<file path="src/hdl/dma_pkg.sv">
package dma_pkg;

  // --------------------------------------------------
  // bus widths
  // --------------------------------------------------
  localparam int DATA_W = 32;
  localparam int ADDR_W = 32;
  // byte step per word, used for both addresses and length
  localparam int WORD_BYTES = 4;

  typedef logic [DATA_W-1:0] data_t;
  typedef logic [ADDR_W-1:0] addr_t;

  // --------------------------------------------------
  // register slave port
  // --------------------------------------------------
  localparam int NUM_CE = 8;
  typedef logic [NUM_CE-1:0] ce_t;

  // register indices, msb of the chip-enable vector selects register 0
  localparam int REG_SRC    = 0;
  localparam int REG_DST    = 1;
  localparam int REG_LEN    = 2;
  localparam int REG_GO     = 3;
  localparam int REG_STATUS = 4;
  // indices 5..7 are unused and read as zero

  // value the driver writes to the go register to start a copy
  localparam data_t GO_KEY = 32'h0000_00cc;

  // --------------------------------------------------
  // data fifo
  // --------------------------------------------------
  localparam int FIFO_DEPTH = 16;
  localparam int FIFO_AW    = 4;

  // status word (register 4)
  //   [1:0] sequencer state
  //   [2]   fifo full
  //   [3]   fifo empty
  //   [4]   sticky error
  //   [5]   sticky timeout
  //   rest  zero
  typedef enum logic [1:0] {SEQ_IDLE, SEQ_READ, SEQ_WRITE} seq_state_e;

  // single-beat master command fsm
  typedef enum logic [1:0] {CMD_IDLE, CMD_RUN, CMD_WAIT_DATA, CMD_DONE} cmd_state_e;
  typedef enum logic {OP_READ, OP_WRITE} cmd_op_e;

endpackage

</file>
<file path="src/hdl/data_fifo.sv">
module data_fifo
  import dma_pkg::*;
(
  input  logic  Bus2IP_Clk,
  input  logic  rst_n,
  input  logic  push,
  input  data_t push_data,
  input  logic  pop,
  output data_t head,
  output logic  fifo_full,
  output logic  fifo_empty
);

  data_t              mem [FIFO_DEPTH];
  logic [FIFO_AW-1:0] wr_ptr;
  logic [FIFO_AW-1:0] rd_ptr;
  // one extra bit so a full buffer is distinct from an empty one
  logic [FIFO_AW:0]   count;
  logic               do_push;
  logic               do_pop;

  // overflow and underflow attempts are dropped
  assign do_push = push && !fifo_full;
  assign do_pop  = pop && !fifo_empty;

  assign fifo_full  = (count == (FIFO_AW+1)'(FIFO_DEPTH));
  assign fifo_empty = (count == '0);
  // head is always presented, valid when not empty
  assign head       = mem[rd_ptr];

  // --------------------------------------------------
  // storage
  // --------------------------------------------------
  always_ff @(posedge Bus2IP_Clk)
  begin
    if (do_push)
      mem[wr_ptr] <= push_data;
  end

  // pointers wrap naturally at the power-of-two depth
  always_ff @(posedge Bus2IP_Clk)
  begin
    if (!rst_n)
    begin
      wr_ptr <= '0;
      rd_ptr <= '0;
      count  <= '0;
    end
    else
    begin
      if (do_push)
        wr_ptr <= wr_ptr + 1'b1;
      if (do_pop)
        rd_ptr <= rd_ptr + 1'b1;
      // push and pop together leave the count alone
      if (do_push && !do_pop)
        count <= count + 1'b1;
      else if (do_pop && !do_push)
        count <= count - 1'b1;
    end
  end

endmodule

</file>
<file path="src/hdl/dma_regs.sv">
module dma_regs
  import dma_pkg::*;
(
  input  logic  Bus2IP_Clk,
  input  logic  rst_n,
  input  data_t bus2ip_data,
  input  ce_t   bus2ip_wrce,
  input  ce_t   bus2ip_rdce,
  input  data_t seq_status,
  output data_t ip2bus_data,
  output logic  ip2bus_wrack,
  output logic  ip2bus_rdack,
  output addr_t src_addr,
  output addr_t dst_addr,
  output data_t length,
  output logic  go
);

  // chip enables bit-reversed so that sel[i] selects register i
  ce_t   wr_sel;
  ce_t   rd_sel;
  // go register, self clearing once it holds the key
  data_t go_reg;
  data_t rd_mux;

  assign wr_sel = {<<{bus2ip_wrce}};
  assign rd_sel = {<<{bus2ip_rdce}};

  // --------------------------------------------------
  // acks
  // --------------------------------------------------
  // every chip enable is acked in its own strobe cycle, no wait states
  assign ip2bus_wrack = |bus2ip_wrce;
  assign ip2bus_rdack = |bus2ip_rdce;

  // start pulse, high for the one cycle the key sits in the register
  assign go = (go_reg == GO_KEY);

  // --------------------------------------------------
  // register writes
  // --------------------------------------------------
  always_ff @(posedge Bus2IP_Clk)
  begin
    if (!rst_n)
    begin
      src_addr <= '0;
      dst_addr <= '0;
      length   <= '0;
      go_reg   <= '0;
    end
    else
    begin
      if (wr_sel[REG_SRC])
        src_addr <= bus2ip_data;
      if (wr_sel[REG_DST])
        dst_addr <= bus2ip_data;
      if (wr_sel[REG_LEN])
        length <= bus2ip_data;
      // a fresh write wins over the clear
      if (wr_sel[REG_GO])
        go_reg <= bus2ip_data;
      else if (go)
        go_reg <= '0;
      // a value other than the key just stays put and starts nothing
    end
  end

  // --------------------------------------------------
  // read mux
  // --------------------------------------------------
  // falls through to zero when no chip enable is set, so the bus sees
  // zero outside the ack cycle and for registers 5..7
  always_comb
  begin
    rd_mux = '0;
    if (rd_sel[REG_SRC])
      rd_mux = src_addr;
    else if (rd_sel[REG_DST])
      rd_mux = dst_addr;
    else if (rd_sel[REG_LEN])
      rd_mux = length;
    else if (rd_sel[REG_GO])
      rd_mux = go_reg;
    else if (rd_sel[REG_STATUS])
      rd_mux = seq_status;
  end

  assign ip2bus_data = rd_mux;

endmodule

</file>
<file path="src/hdl/dma_sequencer.sv">
module dma_sequencer
  import dma_pkg::*;
(
  input  logic    Bus2IP_Clk,
  input  logic    rst_n,
  input  logic    go,
  input  addr_t   src_addr,
  input  addr_t   dst_addr,
  input  data_t   length,
  input  logic    fifo_full,
  input  logic    fifo_empty,
  input  logic    cmd_busy,
  input  logic    cmd_done,
  input  logic    cmd_error,
  input  logic    cmd_timeout,
  output logic    cmd_start,
  output cmd_op_e cmd_op,
  output addr_t   cmd_addr,
  output data_t   seq_status,
  output logic    dma_done
);

  seq_state_e state;
  // working copies of the programmed registers
  addr_t      src_cnt;
  addr_t      dst_cnt;
  data_t      len_cnt;
  // one command in flight, set on start and cleared on done
  logic       pending;
  logic       err_s;
  logic       tmo_s;
  logic       issue_rd;
  logic       issue_wr;

  // --------------------------------------------------
  // command issue conditions
  // --------------------------------------------------
  // read while the fifo has room and bytes are left
  assign issue_rd = (state == SEQ_READ) && !pending && !cmd_busy &&
                    !fifo_full && (len_cnt != '0);
  // write until the fifo drains
  assign issue_wr = (state == SEQ_WRITE) && !pending && !cmd_busy && !fifo_empty;

  assign seq_status = {{(DATA_W-6){1'b0}}, tmo_s, err_s, fifo_empty, fifo_full, state};

  // working counters and command payload
  always_ff @(posedge Bus2IP_Clk)
  begin
    if (state == SEQ_IDLE && go)
    begin
      src_cnt <= src_addr;
      dst_cnt <= dst_addr;
      len_cnt <= length;
    end
    else if (cmd_done && state == SEQ_READ)
    begin
      src_cnt <= src_cnt + addr_t'(WORD_BYTES);
      // saturate so an odd length still ends at zero
      len_cnt <= (len_cnt > data_t'(WORD_BYTES)) ? len_cnt - data_t'(WORD_BYTES) : '0;
    end
    else if (cmd_done && state == SEQ_WRITE)
      dst_cnt <= dst_cnt + addr_t'(WORD_BYTES);

    if (issue_rd)
    begin
      cmd_op   <= OP_READ;
      cmd_addr <= src_cnt;
    end
    else if (issue_wr)
    begin
      cmd_op   <= OP_WRITE;
      cmd_addr <= dst_cnt;
    end
  end

  // --------------------------------------------------
  // round control
  // --------------------------------------------------
  always_ff @(posedge Bus2IP_Clk)
  begin
    if (!rst_n)
    begin
      state     <= SEQ_IDLE;
      pending   <= 1'b0;
      cmd_start <= 1'b0;
      dma_done  <= 1'b0;
      err_s     <= 1'b0;
      tmo_s     <= 1'b0;
    end
    else
    begin
      cmd_start <= issue_rd | issue_wr;
      dma_done  <= 1'b0;
      if (issue_rd | issue_wr)
        pending <= 1'b1;
      // responses are only recorded, the copy carries on
      if (cmd_done)
      begin
        pending <= 1'b0;
        err_s   <= err_s | cmd_error;
        tmo_s   <= tmo_s | cmd_timeout;
      end
      case (state)
        SEQ_IDLE:
          if (go)
          begin
            state <= SEQ_READ;
            err_s <= 1'b0;
            tmo_s <= 1'b0;
          end
        SEQ_READ:
          // fifo flags are settled once the last command has retired
          if (!pending && (fifo_full || len_cnt == '0))
            state <= SEQ_WRITE;
        SEQ_WRITE:
          if (!pending && fifo_empty)
          begin
            if (len_cnt == '0)
            begin
              state    <= SEQ_IDLE;
              dma_done <= 1'b1;
            end
            else
              state <= SEQ_READ;
          end
        default:
          state <= SEQ_IDLE;
      endcase
    end
  end

endmodule

</file>
<file path="src/hdl/mst_cmd_fsm.sv">
module mst_cmd_fsm
  import dma_pkg::*;
(
  input  logic    Bus2IP_Clk,
  input  logic    rst_n,
  input  logic    cmd_start,
  input  cmd_op_e cmd_op,
  input  addr_t   cmd_addr,
  input  logic    bus2ip_mst_cmdack,
  input  logic    bus2ip_mst_cmplt,
  input  logic    bus2ip_mst_error,
  input  logic    bus2ip_mst_cmd_timeout,
  output logic    ip2bus_mstrd_req,
  output logic    ip2bus_mstwr_req,
  output addr_t   ip2bus_mst_addr,
  output logic    cmd_busy,
  output logic    cmd_done,
  output logic    cmd_error,
  output logic    cmd_timeout
);

  cmd_state_e state;
  // command captured at start
  cmd_op_e    op_r;
  addr_t      addr_r;

  // busy from the cycle after start until the cycle after done
  assign cmd_busy = (state != CMD_IDLE);
  assign cmd_done = (state == CMD_DONE);

  // --------------------------------------------------
  // command payload
  // --------------------------------------------------
  always_ff @(posedge Bus2IP_Clk)
  begin
    if (state == CMD_IDLE && cmd_start)
    begin
      op_r   <= cmd_op;
      addr_r <= cmd_addr;
    end
    // address goes out alongside the registered request
    if (state == CMD_RUN)
      ip2bus_mst_addr <= addr_r;
  end

  // --------------------------------------------------
  // command state machine
  // --------------------------------------------------
  always_ff @(posedge Bus2IP_Clk)
  begin
    if (!rst_n)
    begin
      state            <= CMD_IDLE;
      ip2bus_mstrd_req <= 1'b0;
      ip2bus_mstwr_req <= 1'b0;
      cmd_error        <= 1'b0;
      cmd_timeout      <= 1'b0;
    end
    else
    begin
      // requests drop unless re-armed in CMD_RUN
      ip2bus_mstrd_req <= 1'b0;
      ip2bus_mstwr_req <= 1'b0;
      case (state)
        CMD_IDLE:
          if (cmd_start)
          begin
            state       <= CMD_RUN;
            cmd_error   <= 1'b0;
            cmd_timeout <= 1'b0;
          end
        CMD_RUN:
          // cmplt may arrive with or without a cmdack first
          if (bus2ip_mst_cmplt)
          begin
            state       <= CMD_DONE;
            // a timeout counts as an error as well
            cmd_error   <= bus2ip_mst_error | bus2ip_mst_cmd_timeout;
            cmd_timeout <= bus2ip_mst_cmd_timeout;
          end
          else if (bus2ip_mst_cmdack)
            state <= CMD_WAIT_DATA;
          else
          begin
            ip2bus_mstrd_req <= (op_r == OP_READ);
            ip2bus_mstwr_req <= (op_r == OP_WRITE);
          end
        CMD_WAIT_DATA:
          if (bus2ip_mst_cmplt)
          begin
            state       <= CMD_DONE;
            cmd_error   <= bus2ip_mst_error | bus2ip_mst_cmd_timeout;
            cmd_timeout <= bus2ip_mst_cmd_timeout;
          end
        CMD_DONE:
          state <= CMD_IDLE;
        default:
          state <= CMD_IDLE;
      endcase
    end
  end

endmodule

</file>
<file path="src/hdl/simple_dma.sv">
module simple_dma
  import dma_pkg::*;
(
  input  logic  Bus2IP_Clk,
  input  logic  rst_n,
  // register slave port
  input  data_t bus2ip_data,
  input  ce_t   bus2ip_wrce,
  input  ce_t   bus2ip_rdce,
  output data_t ip2bus_data,
  output logic  ip2bus_wrack,
  output logic  ip2bus_rdack,
  // master command port
  output logic  ip2bus_mstrd_req,
  output logic  ip2bus_mstwr_req,
  output addr_t ip2bus_mst_addr,
  input  logic  bus2ip_mst_cmdack,
  input  logic  bus2ip_mst_cmplt,
  input  logic  bus2ip_mst_error,
  input  logic  bus2ip_mst_cmd_timeout,
  // master data
  input  data_t bus2ip_mstrd_d,
  input  logic  bus2ip_mstrd_src_rdy_n,
  output data_t ip2bus_mstwr_d,
  input  logic  bus2ip_mstwr_dst_rdy_n,
  // end of copy
  output logic  dma_done
);

  addr_t   src_addr;
  addr_t   dst_addr;
  data_t   length;
  logic    go;
  data_t   seq_status;
  logic    cmd_start;
  cmd_op_e cmd_op;
  addr_t   cmd_addr;
  logic    cmd_busy;
  logic    cmd_done;
  logic    cmd_error;
  logic    cmd_timeout;
  logic    fifo_full;
  logic    fifo_empty;
  logic    push;
  logic    pop;

  // --------------------------------------------------
  // fifo strobes from the active-low ready lines
  // --------------------------------------------------
  // read data lands in the fifo, write data leaves from its head
  assign push = ~bus2ip_mstrd_src_rdy_n;
  assign pop  = ~bus2ip_mstwr_dst_rdy_n;

  dma_regs u_regs (
    .Bus2IP_Clk   (Bus2IP_Clk),
    .rst_n        (rst_n),
    .bus2ip_data  (bus2ip_data),
    .bus2ip_wrce  (bus2ip_wrce),
    .bus2ip_rdce  (bus2ip_rdce),
    .seq_status   (seq_status),
    .ip2bus_data  (ip2bus_data),
    .ip2bus_wrack (ip2bus_wrack),
    .ip2bus_rdack (ip2bus_rdack),
    .src_addr     (src_addr),
    .dst_addr     (dst_addr),
    .length       (length),
    .go           (go)
  );

  dma_sequencer u_seq (
    .Bus2IP_Clk  (Bus2IP_Clk),
    .rst_n       (rst_n),
    .go          (go),
    .src_addr    (src_addr),
    .dst_addr    (dst_addr),
    .length      (length),
    .fifo_full   (fifo_full),
    .fifo_empty  (fifo_empty),
    .cmd_busy    (cmd_busy),
    .cmd_done    (cmd_done),
    .cmd_error   (cmd_error),
    .cmd_timeout (cmd_timeout),
    .cmd_start   (cmd_start),
    .cmd_op      (cmd_op),
    .cmd_addr    (cmd_addr),
    .seq_status  (seq_status),
    .dma_done    (dma_done)
  );

  mst_cmd_fsm u_cmd (
    .Bus2IP_Clk             (Bus2IP_Clk),
    .rst_n                  (rst_n),
    .cmd_start              (cmd_start),
    .cmd_op                 (cmd_op),
    .cmd_addr               (cmd_addr),
    .bus2ip_mst_cmdack      (bus2ip_mst_cmdack),
    .bus2ip_mst_cmplt       (bus2ip_mst_cmplt),
    .bus2ip_mst_error       (bus2ip_mst_error),
    .bus2ip_mst_cmd_timeout (bus2ip_mst_cmd_timeout),
    .ip2bus_mstrd_req       (ip2bus_mstrd_req),
    .ip2bus_mstwr_req       (ip2bus_mstwr_req),
    .ip2bus_mst_addr        (ip2bus_mst_addr),
    .cmd_busy               (cmd_busy),
    .cmd_done               (cmd_done),
    .cmd_error              (cmd_error),
    .cmd_timeout            (cmd_timeout)
  );

  data_fifo u_fifo (
    .Bus2IP_Clk (Bus2IP_Clk),
    .rst_n      (rst_n),
    .push       (push),
    .push_data  (bus2ip_mstrd_d),
    .pop        (pop),
    .head       (ip2bus_mstwr_d),
    .fifo_full  (fifo_full),
    .fifo_empty (fifo_empty)
  );

endmodule

</file>
<file path="config.mk">
export PLATFORM = sky130hd
export DESIGN_NAME = simple_dma
export DESIGN_NICKNAME = d
export VERILOG_FILES = /design/src/hdl/dma_pkg.sv /design/src/hdl/data_fifo.sv /design/src/hdl/dma_regs.sv /design/src/hdl/dma_sequencer.sv /design/src/hdl/mst_cmd_fsm.sv /design/src/hdl/simple_dma.sv
export SDC_FILE = /design/constraint.sdc
export NUM_CORES = 1
export LEC_CHECK = 0
export BUFFER_PORTS_ARGS = -buffer_cell sky130_fd_sc_hd__buf_2
export CAP_MARGIN = 20
export CORE_ASPECT_RATIO = 1.75
export CORE_UTILIZATION = 55
export CTS_CLUSTER_SIZE = 16
export DETAILED_ROUTE_END_ITERATION = 8
export PLACE_DENSITY = 0.76
export REMOVE_ABC_BUFFERS = 1
export SYNTH_ARGS = -nofsm -noshare
export SYNTH_HDL_FRONTEND = slang
export SYNTH_SLANG_ARGS = --single-unit
export TNS_END_PERCENT = 30
</file>
<file path="constraint.sdc">
create_clock -name Bus2IP_Clk -period 4.4 [get_ports Bus2IP_Clk]
set_input_delay 0.44 -clock Bus2IP_Clk [delete_from_list [all_inputs] [get_ports Bus2IP_Clk]]
set_output_delay 0.44 -clock Bus2IP_Clk [all_outputs]
set_load 0.05 [all_outputs]
</file>
==> results.sh <==
export IMPL_vdd_drop_max_mv=0.3420
export IMPL_cp_start_kind="flip-flop"
export IMPL_antenna_found_initial=3
export IMPL_ys_seq_area_frac=0.6904
export IMPL_grt_ovfl_total=0
export IMPL_drcViolationCount=14
export IMPL_regMostFlops="u_fifo.mem"
export IMPL_post_route_period_util=0.8159
export IMPL_root_buffer="clkbuf_16"
export IMPL_tightest_slew_ps=1160
export IMPL_placed_cells=3153
export IMPL_maxClockFrequency_mhz=278.6
export IMPL_synth_edff_count=705
export IMPL_worstPathArrival_ps=3150
export IMPL_die_area_um2=65190
export IMPL_numCtsBuffers=75
export IMPL_status="finished with violations"
export IMPL_drive_above_1_share=0.2402
export IMPL_cts_max_level=3
export IMPL_yosysMostFrequentCell="edfxtp_1"
export IMPL_cts_resized_gates=0
export IMPL_finalSetupViolations=0
export IMPL_path_max_fanout=53
export IMPL_syn_avg_cell_area_um2=15.88
export IMPL_required_ps=3960
export IMPL_relSlewSlack=0.2268
export IMPL_critPathMaxStageDelay_ps=900
export IMPL_utilization=0.6306
export IMPL_ys_flop_type="edfxtp_1"
export IMPL_ys_warn_count=0
export IMPL_leakagePower_nw=13.24
export IMPL_drt_iter0_markers=1483
export IMPL_skew_ps=23.80
export IMPL_io_pins=189
export IMPL_crit_top_cell="mux4_2"
export IMPL_fillCellCount=4479
export IMPL_ys_top_cells_by_area="edfxtp_1, mux4_2, dfxtp_1, mux2i_1, nand2_1"
export IMPL_area_growth_pct=13.25
export IMPL_grt_pass1_wl_um=122600
export IMPL_place_ws_ps=1171
export IMPL_cts_clk_slew_worst_paths_ps=70
export IMPL_die_x_um=193.4
export IMPL_postSynth_asyncResetShare=0
export IMPL_cts_sinks=864
export IMPL_io_buffer_count=188
export IMPL_crit_chain="buf_4 > mux4_2 > mux4_2 > buf_2"
export IMPL_hp_class="in2reg"
export IMPL_maxSlewViolCount=0
export IMPL_wire_per_inst_um=24.81
export IMPL_rsz0062_at_grt="false"
export IMPL_dpl_hpwl_um=51970
export IMPL_setup_tns_ps=0
export IMPL_syn_instance_count=2221
export IMPL_stdcell_area_um2=39950
export IMPL_initial_core_util=0.5568
export IMPL_insertion_delay_ps=640
export IMPL_violations="DRC"
export IMPL_grt_pass1_vias=20440
export IMPL_p_total_mw=19.93
export IMPL_viasPerCell=6.032
export IMPL_synth_seq_cells=864
export IMPL_fp_dieH_um=337.0
export IMPL_layout_nets=2533
export IMPL_post_dp_cell_area_um2=37360
export IMPL_grt_start_max_net_pins=145
export IMPL_layoutNonFillerInstCount=3292
export IMPL_coreArea_um2=63350
export IMPL_first_pass_iters=7
export IMPL_crit_family="multiplexers"
export IMPL_yosys_area_top_type_share=0.6002
export IMPL_synth_common_cells="edfxtp_1, nand2_1, nor2_1, mux4_2, dfxtp_1"
export IMPL_vias=19860
export IMPL_worstSetupEndpointType="primary output"
export IMPL_slowest_stage="dfxtp_4"
export IMPL_drt_wl_total_um=81680
export IMPL_period_needed_ps=3590
export IMPL_critPathKind="reg2out"
export IMPL_clockBufferDepth=3
export IMPL_gp_congestion=0.8796
export IMPL_cap_viol_max_count=0
export IMPL_cts_tree="yes"
export IMPL_finalHoldViolCount=0
export IMPL_syn_cell_area_um2=35270
export IMPL_powerDensity_nw_per_um2=499.0
export IMPL_row_count=122
export IMPL_path_buf_inv=2
export IMPL_fin_hold_ws_ps=99.70
export IMPL_yosysUniqueCellTypes=54
export IMPL_grt_usage=0.2533
export IMPL_yosysTopAreaCell="edfxtp_1"
export IMPL_largest_reg_flops=512
export IMPL_drtAntennaViolNets=0
export IMPL_setup_slack_ps=810.1
## where the power goes
group          switching (mW)  internal, mW
Sequential              0.283          9.12
Clock                    2.94          3.89
Combinational            2.18          1.52
Total                    5.40          14.5
## layout make-up
type	count	area (um^2)	share of cell area
Sequential cell	864	24360	0.6099
Multi-Input combinational cell	1216	10470	0.2620
Timing Repair Buffer	249	1476	0.03696
Inverter	20	77.57	0.001942
Clock buffer	105	2210	0.05531
Antenna cell	1	2.502	0.00006264
Tap cell	806	1008	0.02525
Clock inverter	31	344.1	0.008613
## repair_timing
item,4_1_cts,5_1_grt
hold endpoints to repair,1,0
setup buffers,0,0
hold buffers,1,0
## worst paths after layout
kind	from	end	slack [ps]	cells past startpoint
worst min-delay path	bus2ip_data[16]	u_regs.dst_addr[16]	100	3
worst min register to register	u_cmd.addr_r[26]	u_cmd.ip2bus_mst_addr[26]	410	0
worst max register to register	u_fifo.count[0]	u_fifo.count[4]	1100	10
worst max-delay path	flip-flop	ip2bus_mstwr_d[28]	810	4
## per-layer routing
| metal | vias to the layer above | global-route usage | routed length [um] |
|---|---|---|---|
| met3 | 155 | 0.04091 | 4972 |
| met5 | - | 0 | 39 |
| met2 | 793 | 0.4831 | 45300 |
| met4 | 6 | 0.1016 | 2520 |
| met1 | 9986 | 0.2795 | 28850 |
| li1 | 8918 | - | - |
## kinds of logic (layout without fill, tap and decap cells)
| logic type | after synthesis | in the layout | share of synthesized area |
|---|---|---|---|
| multiplexers | 327 | 327 | 0.1536 |
| flip-flops | 864 | 864 | 0.6904 |
| XOR/XNOR | 93 | 93 | 0.02309 |
| AND/OR/NAND/NOR | 559 | 559 | 0.07594 |
| adder cells (fa/ha/maj) | 19 | 19 | 0.006952 |
| buffers and inverters | 141 | 405 | 0.01692 |
| other | 0 | 1 | 0 |
| AO/OA/AOI/OAI | 218 | 218 | 0.03306 |
## placed cells by master, fill, tap and decap left out, types with 28 or more instances in the layout
master,n
a21oi_1,79
buf_2,188
buf_4,54
clkbuf_16,82
dfxtp_1,155
edfxtp_1,705
mux2i_1,130
mux4_2,160
nand2_1,180
nand3b_1,31
nand4_1,28
nor2_1,163
o21ai_0,116
xnor2_1,51
xor2_1,42
## worst register-to-register path, stage by stage, from the launching register on
cell     delay, ps
dfxtp_1        360
nor4_1         740
a21oi_1        410
ha_1           330
inv_1          150
ha_1           300
a21o_1         200
a21oi_1        180
xnor2_1        100
or3_1          300
a21oi_1        150
No activity file was read; power rests on OpenSTA's default activity.
